===== config.mk =====
export PLATFORM = sky130hd
export DESIGN_NAME = fm6126Init
export DESIGN_NICKNAME = d
export VERILOG_FILES = /design/src/verilog/panelPkg.sv /design/src/verilog/fm6126Init.sv
export VERILOG_INCLUDE_DIRS = /design/src /design/src/verilog
export SDC_FILE = /design/constraint.sdc
export NUM_CORES = 1
export LEC_CHECK = 0
export BUFFER_PORTS_ARGS = -buffer_cell sky130_fd_sc_hd__buf_2
export CAP_MARGIN = 25
export CORE_MARGIN = 5
export CORE_UTILIZATION = 50
export CTS_CLUSTER_SIZE = 25
export DETAILED_ROUTE_END_ITERATION = 16
export HOLD_SLACK_MARGIN = 0.03
export PLACE_DENSITY_LB_ADDON = 0.05
export SYNTH_ARGS = -nofsm -noshare
export SYNTH_HDL_FRONTEND = slang
export SYNTH_SLANG_ARGS = --single-unit

===== constraint.sdc =====
create_clock -name clk_in -period 1.8 [get_ports clk_in]
set_clock_uncertainty 0.05 [all_clocks]
set_input_delay 0.36 -clock clk_in [delete_from_list [all_inputs] [get_ports clk_in]]
set_output_delay 0.36 -clock clk_in [all_outputs]
set_load 0.03 [all_outputs]

===== src/verilog/panel_cfg.svh =====
// HUB75 panel configuration
// geometry, FM6126A start-up register words and row display timing
`ifndef PANEL_CFG_SVH
`define PANEL_CFG_SVH

// 64x32 panel driven with 1/16 scan
`define PANEL_WIDTH 64
`define PANEL_HEIGHT 32
// upper row r is shown together with lower row r+16
`define SCAN_ROWS 16

// FM6126A configuration words for registers 12 and 13
`define INIT_REG12 16'h7FFF
`define INIT_REG13 16'h0040
// the register number is given by how many final pixels see latch high
`define INIT_LATCH12 12
`define INIT_LATCH13 13

// clock cycles each scan row stays lit
`define DISPLAY_CYCLES 64

`endif


===== src/verilog/panelPkg.sv =====
// HUB75 panel types
// vector widths shared between the stages and the state encodings of both FSMs
package panelPkg;

    // one pixel, red in bit 2, green in bit 1, blue in bit 0
    typedef logic [2:0] colorT;
    // column index inside a row
    typedef logic [5:0] colAddrT;
    // scan row index, also drives the panel row address lines
    typedef logic [3:0] scanRowT;
    // host write address, row in bits 10:6 and column in bits 5:0
    typedef logic [10:0] pixAddrT;

    // FM6126A register load sequence
    typedef enum logic [2:0] {
        initStart, reg12Data, reg12Clock, reg13Data, reg13Clock, initFinish, initIdle
    } initStateT;

    // row scan sequence
    typedef enum logic [2:0] {
        waitInit, readPixel, shiftData, shiftClock, blankRow, latchRow, showRow
    } scanStateT;

endpackage


===== src/verilog/fm6126Init.sv =====
// FM6126A start-up sequencer
// shifts the register 12 and register 13 words through the column drivers
// and pulses initDone once the panel is ready for pixel data
`timescale 1ns/1ps
`include "panel_cfg.svh"

module fm6126Init (
    input  logic            clk_in,
    input  logic            reset,
    output panelPkg::colorT initRgb1,
    output panelPkg::colorT initRgb2,
    output logic            initLatch,
    output logic            initClock,
    output logic            initBusy,
    output logic            initDone
);

    // current step of the load sequence
    panelPkg::initStateT state;
    // position inside the 64 pixel register word, wraps back to 0 after each word
    panelPkg::colAddrT pixCount;
    // pixels still to go before latch rises, stays at zero once reached
    logic [6:0] latchCount;
    // configuration word of the register being shifted
    logic [15:0] regWord;
    // bit presented on all six colour lines for the current pixel
    logic shiftBit;

    // the word is only read in the data states, so register 12 is the default
    assign regWord = (state == panelPkg::reg13Data) ? `INIT_REG13 : `INIT_REG12;
    // the 16 bit word repeats four times across the 64 columns
    assign shiftBit = regWord[pixCount[3:0]];

    always_ff @(posedge clk_in) begin
        if (reset) begin
            state      <= panelPkg::initStart;
            pixCount   <= '0;
            latchCount <= '0;
            initRgb1   <= '0;
            initRgb2   <= '0;
            initLatch  <= 1'b0;
            initClock  <= 1'b0;
            initBusy   <= 1'b0;
            initDone   <= 1'b0;
        end else begin
            // done is a single cycle strobe
            initDone <= 1'b0;
            case (state)
                panelPkg::initStart: begin
                    // latch rises for the last INIT_LATCH12 pixels of register 12
                    initBusy   <= 1'b1;
                    pixCount   <= '0;
                    latchCount <= 7'(`PANEL_WIDTH - `INIT_LATCH12);
                    state      <= panelPkg::reg12Data;
                end
                panelPkg::reg12Data, panelPkg::reg13Data: begin
                    // present data with the clock low, latch is set here and nowhere else
                    initRgb1  <= {3{shiftBit}};
                    initRgb2  <= {3{shiftBit}};
                    initLatch <= (latchCount == '0);
                    initClock <= 1'b0;
                    if (state == panelPkg::reg12Data) begin
                        state <= panelPkg::reg12Clock;
                    end else begin
                        state <= panelPkg::reg13Clock;
                    end
                end
                panelPkg::reg12Clock, panelPkg::reg13Clock: begin
                    // rising pixel clock shifts the bit into the drivers
                    initClock <= 1'b1;
                    pixCount  <= pixCount + 1'b1;
                    if (latchCount != '0) begin
                        latchCount <= latchCount - 1'b1;
                    end
                    if (pixCount != 6'(`PANEL_WIDTH - 1)) begin
                        state <= (state == panelPkg::reg12Clock) ?
                                 panelPkg::reg12Data : panelPkg::reg13Data;
                    end else if (state == panelPkg::reg12Clock) begin
                        // register 13 starts with latch low, which ends the register 12 latch
                        latchCount <= 7'(`PANEL_WIDTH - `INIT_LATCH13);
                        state      <= panelPkg::reg13Data;
                    end else begin
                        state <= panelPkg::initFinish;
                    end
                end
                panelPkg::initFinish: begin
                    // park the lines low and hand over to the scanner
                    initClock <= 1'b0;
                    initLatch <= 1'b0;
                    initBusy  <= 1'b0;
                    initDone  <= 1'b1;
                    state     <= panelPkg::initIdle;
                end
                default: begin
                    // nothing more to do until the next reset
                    state <= panelPkg::initIdle;
                end
            endcase
        end
    end

    // the drivers sample latch on the clock edge, so it must hold while the clock is high
    latchStableOnClock: assert property (
        @(posedge clk_in) disable iff (reset) initClock |-> $stable(initLatch)
    );

endmodule


== After elaboration in Yosys (flattened, before gate mapping) ==
Cells that the tools add are included.

* Word-level logic and storage cells: 44
* Register bits: 21
* Input bits: 2

* Add/sub/neg operators: 2
* Order comparisons: 1
* Muxes and demuxes: 17
* Equal/unequal tests: 6
* Reduce and logical (&&, ||, !) cells: 10

{| class="wikitable"
|+ Operators with widths
! cell !! number
|-
| 2-to-1 mux 7 bit || 3
|-
| 2-to-1 mux 15 bit || 1
|-
| one-hot mux 7 bit (2 select lines) || 1
|-
| one-hot mux 6 bit (2 select lines) || 1
|-
| 2-to-1 mux 3 bit || 3
|-
| one-hot mux 3 bit (3 select lines) || 1
|-
| nonzero test 2 bit || 4
|-
| logical NOT 7 bit || 1
|-
| nonzero test 7 bit || 1
|-
| subtractor 7 x 1 -> 7 bit, second input constant || 1
|-
| adder 6 x 1 -> 6 bit, second input constant || 1
|-
| == test 3 x 2 -> 1 bit, second input constant || 2
|-
| == test 3 bit, second input constant || 2
|-
| != test 6 bit, second input constant || 1
|-
| one-hot mux 1 bit (2 select lines) || 3
|-
| less-than comparator 4 x 5 -> 1 bit, second input constant || 1
|-
| binary-select mux 1 bit (select 4 bit) || 1
|-
| OR reduction 2 bit || 2
|-
| == test 3 x 1 -> 1 bit, second input constant || 1
|-
| logical NOT 3 bit || 1
|-
| OR reduction 3 bit || 1
|-
| 2-to-1 mux 1 bit || 2
|-
| 2-to-1 mux 2 bit || 1
|}

== Logic depth before layout (Yosys ltp) ==
Gate-level depths: netlist (run 1).

* Depth after elaboration: 5
* Gate-level depth with buffers: 6
* Mapped depth without buffers: 6

== Least setup slack after synthesis (run 1) ==
Ideal clock, no wire load.

* Path type: reg2reg
* Start point: register latchCount[0]
* End point: register latchCount[0]
* Setup time: 0.134 ns
* Data arrival time: 1.662 ns
* Path buffers: 0
* Cell stages (with the launch flop): 7
* Required time: 1.616 ns
* Clock period less this slack: 1.846 ns
* Setup slack: -0.046 ns
* Cell sequence: dfxtp_1 -> inv_1 -> ha_1 -> or4b_4 -> or3_4 -> a221oi_2 -> nor4_1

* Word-level cells in the longest chain between the ends: 5
* Elaborated cells on any way between the ends: 6
* Those cells by class: add/sub: 1; mux: 4; reduce/logical: 1

{| class="wikitable"
|+ RTL lines
! item !! RTL line !! RTL
|-
| start, declared || fm6126Init.sv:23 || <nowiki>logic [6:0] latchCount;</nowiki>
|-
| start signal, assigned || fm6126Init.sv:53 || <nowiki>latchCount <= 7'(`PANEL_WIDTH - `INIT_LATCH12);</nowiki>
|-
| start signal, assigned || fm6126Init.sv:73 || <nowiki>latchCount <= latchCount - 1'b1;</nowiki>
|-
| start signal, assigned || fm6126Init.sv:80 || <nowiki>latchCount <= 7'(`PANEL_WIDTH - `INIT_LATCH13);</nowiki>
|-
| subtractor 7 x 1 -> 7 bit or nonzero test 7 bit (tied branches) || fm6126Init.sv:73, fm6126Init.sv:72 ||
|-
| 2-to-1 mux 7 bit (*) || fm6126Init.sv:72 || <nowiki>if (latchCount != '0) begin</nowiki>
|-
| 2-to-1 mux 7 bit || fm6126Init.sv:78 || <nowiki>end else if (state == panelPkg::reg12Clock) begin</nowiki>
|-
| 2-to-1 mux 7 bit (*) || fm6126Init.sv:75 || <nowiki>if (pixCount != 6'(`PANEL_WIDTH - 1)) begin</nowiki>
|-
| one-hot mux 7 bit (2 select lines) (*) || fm6126Init.sv:48 || <nowiki>case (state)</nowiki>
|}

Mark *: on every way between the ends. The rest lies on a longest branch, timed or not.
A chain may end at the register's enable or synchronous reset.

== Worst setup path after layout (run 1) ==
Same ends and word-level chain as after synthesis.

==> results of run 1 <==
power groups by stage:
stage	clock network (mW)	logic (mW)	registers [mW]
after floorplan	0	0.250	0.555
after global placement	0	0.350	0.546
after detailed placement	0	0.356	0.548
after CTS	0.239	0.359	0.538
after global routing	0.269	0.397	0.546
final	0.231	0.367	0.539
layer usage:
layer | up-vias | wire length, um | GRT usage [%]
li1 | 536 | - | -
met1 | 510 | 1180 | 20.5
met2 | 39 | 1270 | 28.2
met3 | 5 | 169 | 2.67
met4 | 0 | 27 | 7.62
met5 | - | 0 | 0
cell usage after synthesis, types with 2 or more instances:
| cell | count | share of area [%] |
|---|---|---|
| dfxtp_1 | 21 | 37 |
| nor2_1 | 16 | 5.2 |
| nand2_1 | 13 | 4.3 |
| a21oi_1 | 10 | 4.4 |
| a31oi_1 | 6 | 3.3 |
| buf_4 | 5 | 3.3 |
| clkbuf_1 | 5 | 1.6 |
| nor3_1 | 5 | 2.2 |
| ha_1 | 4 | 4.4 |
| inv_1 | 4 | 1.3 |
| nand3_1 | 4 | 1.7 |
| nor3b_1 | 3 | 2.0 |
| a22oi_1 | 2 | 1.3 |
| a41oi_1 | 2 | 1.5 |
| and2_1 | 2 | 1.1 |
| buf_2 | 2 | 0.87 |
| nand2b_1 | 2 | 1.1 |
| nand4_1 | 2 | 1.1 |
| nor2b_1 | 2 | 1.1 |
| o32ai_1 | 2 | 1.5 |
final timing paths:
| path | cells after the start | slack (ns) | end |
|---|---|---|---|
| min | 2 | 0.38 | state[0] |
| max | 6 | -0.07 | latchCount[0] |
| max reg2reg | 6 | -0.07 | latchCount[0] |
| min reg2reg | 2 | 0.39 | initClock |
state kept, by name, indices dropped and copies added, names as in the netlist:
| signal | flops |
|---|---|
| initRgb2 | 1 |
| initBusy | 1 |
| initClock | 1 |
| initLatch | 1 |
| latchCount | 7 |
| state | 3 |
| initDone | 1 |
| pixCount | 6 |
layout make-up:
type | instances | area, um2
fillers | 207 | 885
multi-input cells | 100 | 659
clock inverters | 1 | 5.00
well taps | 28 | 35.0
repair buffers | 26 | 168
clock buffers | 3 | 22.5
flip-flops and latches | 21 | 423
inverters | 4 | 15.0
worst max-delay path, stage by stage, from the launching register on:
cell and delay (ns):
dfxtp_2 0.35, inv_2 0.07, ha_4 0.13, or4b_4 0.49, or3_4 0.36, a221oi_2 0.22, nor4_1 0.08
logic make-up after synthesis:
family	after synthesis	synth area share [%]
xor+xnor	2	1.53
fa+ha+maj	4	4.36
buf+inv	17	7.42
simple gates	57	26.5
flops	21	36.6
compound gates	37	23.6
what timing repair did:
item | 4_1_cts | 5_1_grt
resized for setup | 1 | 4
cloned | 0 | 0
setup endpoints to repair | 1 | 6
pin swaps | 0 | 1
through the flow:
step | util, % | setup TNS (ns)
floorplan | - | -0.0184
global placement | 57.9 | -0.00784
detailed placement | 57.9 | -0.0505
CTS | 59.2 | -0.0888
global route | 60.0 | -0.173
finish | 60.0 | -0.0676
==> run_results.csv, run 1 <==
group,metric,value,unit
cells_and_area,stdcell_count,183,
logic_synthesis,ys_seq_elements,21,
logic_synthesis,syn_inst,138,
logic_synthesis,synth_area,0.00115,mm2
logic_synthesis,synth_edf_count,0,
logic_synthesis,yosysUniqueCellTypes,46,
sta,worstMarginPinSlew,0.450,ns
place,pre_cts_slack,-0.0505,ns
power_and_ir_drop,irDropWorstVdd,0.534,mV
place,dp_cells,179,
place,dpl_cell_area,0.00128,mm2
sta,rsz0062_at_grt,"yes",
logic_synthesis,syn_nets,144,
cells_and_area,final_common_cell,"dfxtp_1",
floorplanning,die_y,57.9,um
floorplanning,row_count,17,
clocking,clock_latency,0.30,ns
cells_and_area,drive_above_1_share,27.1,%
detailed_routing,vias,1090,
worst_setup_path,required,1.93,ns
sta,min_period,1.87,ns
power_and_ir_drop,clkPwrFrac,20.3,%
sta,period_share,104,%
grt,grt_max_degree,20,
power_and_ir_drop,combPwrFrac,32.3,%
cells_and_area,design_area,0.00133,mm2
floorplanning,floorplan.initialDensity,51.9,%
floorplanning,pin_count,12,
grt,grt_usage,16.6,%
sta,setup_viol,1,
worst_setup_path,cp-start-kind,"flop",
detailed_routing,wirelength,2640,um
logic_synthesis,ys_seq_area_share,36.6,%
detailed_routing,drc,0,
clocking,cts_buffers,3,
flow_run,cap_violations,0,
power_and_ir_drop,p_sw_share,34.9,%
sta,worst_slack,-0.0676,ns
place,dp_hpwl,1950,um
clocking,cts_root_buf,"clkbuf_4",
clocking,path_clk_slew,0.12,ns
hold_path,holdCritPathClass,"input pin to flop",
power_and_ir_drop,internal-power,0.740,mW
detailed_routing,ant_nets,0,
status,outcome,"complete, but fails checks",
detailed_routing,first_pass_iters,4,
floorplanning,dieArea,0.00335,mm2
logic_synthesis,synth-warning-count,0,
hold_path,min_from,"reset",
place,portBuffers,11,
worst_setup_path,worstReg2RegStart,"latchCount[0]",
clocking,postCtsSetupBuffers,0,
sta,finalHoldWorstSlack,0.379,ns
cells_and_area,num_antenna_cells,0,
cells_and_area,nNetsFinal,162,
status,violations,"setup timing",
clocking,cts_sinks,21,
floorplanning,die_w,57.9,um
worst_setup_path,cp_max_fo,3,
power_and_ir_drop,p_leak,0.530,nW
grt,grt-ovfl-total,0,
cells_and_area,synthToLayoutAreaGrowth,15.7,%
clocking,cts-htree-levels,1,
grt,antenna_found_initial,0,
worst_setup_path,end_kind,"flop",
logic_synthesis,async_flop_share,0,%
power_and_ir_drop,finalPower,1.14,mW
detailed_routing,vias_per_cell,5.96,
worst_setup_path,critPathKind,"flop to flop",
sta,fmax,0.535,GHz
sta,slew_headroom,70.0,%
logic_synthesis,syn_area_per_cell,8.31,um2
worst_setup_path,worstPathArrival,2.00,ns
power_and_ir_drop,power_switching,0.397,mW
grt,grt_pass1_vias,1036,
clocking,cts_tree,"yes",
floorplanning,core_area,0.00221,mm2
clocking,clockBufferDepth,2,
grt,grt_pass1_wl,4420,um
power_and_ir_drop,p_seq_share,47.4,%
worst_setup_path,cp-startpoint,"latchCount[0]",
power_and_ir_drop,cellPowerDensity,857,mW/mm2
sta,finalHoldViolations,0,
detailed_routing,drt_iter0_drc,35,
logic_synthesis,synth_flop_cell,"dfxtp_1",
detailed_routing,wire_per_inst,14.4,um
sta,slew_violations,0,
clocking,hold_buffers,0,
place,gp_congestion,0.993,
cells_and_area,layout_common_cells,"dfxtp_1, nor2_1, buf_4, nand2_1, buf_2",
(Power assumes the default switching activity.)
==> inputs of run 2 (changes only) <==
- SETUP_SLACK_MARGIN: default -> 0.5
- TNS_END_PERCENT: default -> 5
==> run 2 against run 1 <==
- global-route usage increased by 0.97 points
- power is 6.5% higher
- hold slack gained 0.0043 ns
- die area is the same
- the flow still finishes with violations (setup timing)
- maximum frequency grew 0.18%
==> run_results.csv, run 2 (synthesis results as in run 1) <==
group,metric,value,unit
worst_setup_path,cp_max_fo,3,
place,portBuffers,11,
floorplanning,die_w,57.9,um
detailed_routing,wirelength,2870,um
sta,fmax,0.536,GHz
grt,grt_pass1_vias,1072,
grt,grt-ovfl-total,0,
sta,worstMarginPinSlew,0.356,ns
clocking,cts_tree,"yes",
power_and_ir_drop,p_sw_share,35.4,%
detailed_routing,vias,1102,
detailed_routing,first_pass_iters,4,
cells_and_area,largest_reg_flops,7,
worst_setup_path,worstPathArrival,2.01,ns
grt,grt_max_degree,20,
sta,slew_headroom,75.7,%
flow_run,cap_violations,0,
floorplanning,floorplan.initialDensity,51.9,%
detailed_routing,vias_per_cell,6.02,
clocking,postCtsSetupBuffers,0,
power_and_ir_drop,irDropWorstVdd,0.512,mV
clocking,cts_buffers,3,
hold_path,holdCritPathClass,"input pin to flop",
cells_and_area,layout_common_cells,"buf_4, nor2_1, nand2_1, dfxtp_1, a21oi_1",
cells_and_area,n_fill_cell,189,
power_and_ir_drop,clkPwrFrac,19.8,%
power_and_ir_drop,p_leak,0.565,nW
sta,min_period,1.86,ns
sta,rsz0062_at_grt,"yes",
cells_and_area,synthToLayoutAreaGrowth,30.3,%
grt,grt_pass1_wl,4670,um
floorplanning,row_count,17,
clocking,cts_root_buf,"clkbuf_4",
power_and_ir_drop,power_switching,0.429,mW
sta,slew_violations,0,
worst_setup_path,rr_worst_depth,6,
place,dpl_cell_area,0.00128,mm2
status,outcome,"complete, but fails checks",
worst_setup_path,critPathKind,"flop to flop",
clocking,cts_sinks,21,
place,dp_hpwl,1950,um
worst_setup_path,max_stage_delay,0.49,ns
place,gp_congestion,0.993,
hold_path,min_to,"state[0]",
hold_path,min_from,"reset",
clocking,hold_buffers,0,
detailed_routing,wire_per_inst,15.7,um
cells_and_area,num_antenna_cells,0,
place,dp_cells,179,
cells_and_area,top_register,"latchCount",
detailed_routing,drc,0,
worst_setup_path,r2r-end,"latchCount[0]",
clocking,clock_latency,0.31,ns
grt,grt_usage,17.6,%
worst_setup_path,required,1.94,ns
power_and_ir_drop,combPwrFrac,34.4,%
worst_setup_path,path_cells,"inv_2 -> ha_4 -> or4b_4 -> or3_4 -> a221oi_2 -> nor4_1",
power_and_ir_drop,cellPowerDensity,810,mW/mm2
detailed_routing,ant_nets,0,
detailed_routing,drt_iter0_drc,29,
worst_setup_path,end_kind,"flop",
worst_setup_path,cpMaxStageDelayCell,"or4b_4",
cells_and_area,drive_above_1_share,39.4,%
cells_and_area,reg_top3,"latchCount x7, pixCount x6, state x3",
cells_and_area,nNetsFinal,162,
floorplanning,core_area,0.00221,mm2
cells_and_area,final_common_cell,"buf_4",
floorplanning,dieArea,0.00335,mm2
worst_setup_path,reg2reg_setup_slack,-0.06,ns
sta,setup_viol,1,
sta,period_share,104,%
worst_setup_path,cp-start-kind,"flop",
sta,tns,-0.0642,ns
cells_and_area,design_area,0.00150,mm2
grt,antenna_found_initial,0,
sta,worst_slack,-0.0642,ns
clocking,cts-htree-levels,1,
hold_path,min_path_cells,2,
clocking,path_clk_slew,0.13,ns
worst_setup_path,worstReg2RegStart,"latchCount[0]",
status,violations,"setup timing",
power_and_ir_drop,internal-power,0.782,mW
sta,finalHoldViolations,0,
floorplanning,die_y,57.9,um
cells_and_area,stdcell_count,183,
clocking,clockBufferDepth,2,
power_and_ir_drop,p_seq_share,45.8,%
floorplanning,pin_count,12,
-- run 2: through the flow --
step                worst slack [ns]  hold WS, ns  total power, mW  utilization [%]
floorplan                    -0.0184        0.429            0.805                -
global placement            -0.00784        0.379            0.897             57.9
detailed placement           -0.0505        0.381            0.903             57.9
CTS                          -0.0887        0.372             1.16             63.1
global route                  -0.101        0.367             1.28             67.6
finish                       -0.0642        0.383             1.21             67.6
-- run 2: how the worst max path moves through the flow --
stage / from / depth (start not counted) / endpoint / slack [ns]
after global placement: latchCount[0] / 6 / latchCount[0] / -0.008
final: latchCount[0] / 6 / latchCount[0] / -0.06
after CTS: latchCount[0] / 6 / latchCount[0] / -0.09
after floorplan: latchCount[0] / 6 / latchCount[0] / -0.02
after detailed placement: latchCount[0] / 6 / latchCount[0] / -0.05
after global routing: latchCount[0] / 6 / latchCount[0] / -0.10
-- run 2: routing by layer --
metal,GRT usage (%),vias to the layer above,routed length (um)
li1,-,537,-
met1,21.3,524,1240
met2,30.8,35,1450
met3,2.67,6,133
met4,7.28,0,46
met5,0,-,0
-- run 2: layout make-up --
cell class	instances	area (um2)	area share, %
multi-input cells	100	754	50.5
repair buffers	26	220	14.7
well taps	28	35.0	2.34
flip-flops and latches	21	443	29.6
clock inverters	1	5.00	0.335
clock buffers	3	22.5	1.51
inverters	4	15.0	1.00
-- run 2: power by group through the flow --
stage	Sequential, mW	Combinational, mW	Clock (mW)
3_5_place_dp	0.548	0.356	0
2_1_floorplan	0.555	0.250	0
5_1_grt	0.562	0.449	0.269
4_1_cts	0.542	0.377	0.239
3_3_place_gp	0.546	0.350	0
6_report	0.555	0.416	0.240
-- run 2: what timing repair did --
action | 4_1_cts | 5_1_grt
gates resized for setup | 26 | 28
pin swaps | 11 | 16
endpoints found under the setup margin | 24 | 26
-- run 2: critical path, delay by kind of cell (launching register included) --
kind / cells / cell delay [ns]
compound gates: 1 / 0.22
fa+ha+maj: 1 / 0.13
buf+inv: 1 / 0.07
flops: 1 / 0.35
simple gates: 3 / 0.93
==> inputs of run 3 (changes only) <==
- GPL_ROUTABILITY_DRIVEN: default -> 0
- SETUP_SLACK_MARGIN: 0.5 -> default
==> run 3 against run 2 <==
- the flow still finishes with violations (setup timing)
- register-to-register slack about the same
- highest routed layer unchanged
- hold slack better by 0.00087 ns
- sequential power down 3%
- maximum frequency down 0.25%
- die area unchanged
- sequential share of layout area up 2.2 points
- first-iteration DRC count up 14%
- combinational power down 12%
==> run_results.csv, run 3 (synthesis results as in run 1) <==
group,metric,value,unit
clocking,cts_buffers,3,
cells_and_area,drive_above_1_share,27.1,%
grt,antenna_found_initial,0,
clocking,path_clk_slew,0.12,ns
floorplanning,dieArea,0.00335,mm2
grt,grt_max_degree,20,
worst_setup_path,critPathKind,"flop to flop",
sta,finalHoldViolations,0,
floorplanning,pin_count,12,
place,dp_hpwl,1950,um
detailed_routing,drt_iter0_drc,33,
sta,period_share,104,%
clocking,cts-htree-levels,1,
detailed_routing,wirelength,2660,um
clocking,cts-resized-gates,1,
clocking,clockBufferDepth,2,
hold_path,holdCritPathClass,"input pin to flop",
grt,grt_usage,16.6,%
sta,worst_slack,-0.0688,ns
detailed_routing,ant_nets,0,
cells_and_area,n_fill_cell,207,
place,portBuffers,11,
floorplanning,die_y,57.9,um
worst_setup_path,cp_max_fo,3,
detailed_routing,wire_per_inst,14.5,um
sta,slew_violations,0,
power_and_ir_drop,irDropWorstVdd,0.538,mV
worst_setup_path,required,1.93,ns
cells_and_area,top_register,"latchCount",
cells_and_area,synthToLayoutAreaGrowth,15.7,%
place,pre_cts_slack,-0.0505,ns
cells_and_area,final_common_cell,"dfxtp_1",
sta,worstMarginPinSlew,0.444,ns
power_and_ir_drop,p_leak,0.530,nW
cells_and_area,design_area,0.00133,mm2
status,outcome,"complete, but fails checks",
grt,grt-ovfl-total,0,
floorplanning,die_w,57.9,um
cells_and_area,num_antenna_cells,0,
sta,rsz0062_at_grt,"yes",
cells_and_area,reg_top3,"latchCount x7, pixCount x6, state x3",
detailed_routing,vias_per_cell,6.01,
sta,fmax,0.535,GHz
sta,setup_viol,1,
cells_and_area,final_util,60.0,%
sta,min_period,1.87,ns
grt,grt_pass1_wl,4420,um
worst_setup_path,cp-start-kind,"flop",
clocking,hold_buffers,0,
place,dpl_cell_area,0.00128,mm2
floorplanning,core_area,0.00221,mm2
worst_setup_path,end_kind,"flop",
power_and_ir_drop,cellPowerDensity,857,mW/mm2
flow_run,cap_violations,0,
clocking,clock_latency,0.30,ns
clocking,cts_root_buf,"clkbuf_4",
detailed_routing,first_pass_iters,4,
sta,slew_headroom,70.4,%
clocking,cts_tree,"yes",
floorplanning,row_count,17,
cells_and_area,layout_common_cells,"dfxtp_1, nor2_1, buf_4, nand2_1, buf_2",
cells_and_area,nNetsFinal,162,
clocking,postCtsSetupBuffers,0,
grt,grt_pass1_vias,1036,
worst_setup_path,worstPathArrival,2.00,ns
clocking,cts_sinks,21,
detailed_routing,drc,0,
detailed_routing,vias,1099,
cells_and_area,largest_reg_flops,7,
floorplanning,floorplan.initialDensity,51.9,%
status,violations,"setup timing",
## run 3: cell counts in the layout (fill, tap and decap cells not counted)
Identical to the previous run, type by type.
## run 3: layout make-up
type	count	area (um2)	area share (%)
clock inverter	1	5.00	0.377
sequential	21	423	31.9
tap	28	35.0	2.64
inverter	4	15.0	1.13
timing repair buffer	26	168	12.6
multi-input combinational	100	659	49.7
clock buffer	3	22.5	1.70
## run 3: per-layer routing
metal / global-route usage (%) / vias up / wire length, um / share of wire (%)
li1: - / 537 / - / -
met1: 20.5 / 520 / 1190 / 45
met2: 28.2 / 37 / 1270 / 48
met3: 2.67 / 5 / 164 / 6.2
met4: 7.62 / 0 / 29 / 1.1
met5: 0 / - / 0 / 0
## run 3: worst paths after layout
check | startpoint | endpoint | slack, ns | depth (start not counted)
worst max register to register | latchCount[0] | latchCount[0] | -0.07 | 6
worst min register to register | initClock | initClock | 0.39 | 2
worst max-delay path | latchCount[0] | latchCount[0] | -0.07 | 6
worst min-delay path | reset | state[0] | 0.38 | 2
## run 3: report_power, final
group	switching [mW]	internal [mW]	total, mW
clock	0.148	0.0828	0.231
sequential	0.0405	0.499	0.539
combinational	0.209	0.159	0.368
total	0.398	0.740	1.14
## run 3: worst max-delay path: stages, from the launching register on
cell and delay (ns):
dfxtp_2 0.35, inv_2 0.07, ha_4 0.13, or4b_4 0.49, or3_4 0.36, a221oi_2 0.22, nor4_1 0.08
## run 3: stage by stage
step / TNS (ns) / hold WS, ns / power [mW] / std cells
floorplan: -0.0184 / 0.429 / 0.805 / 138
global placement: -0.00784 / 0.379 / 0.897 / 179
detailed placement: -0.0505 / 0.381 / 0.903 / 179
CTS: -0.0888 / 0.373 / 1.14 / 183
global route: -0.171 / 0.364 / 1.21 / 183
finish: -0.0688 / 0.384 / 1.14 / 183
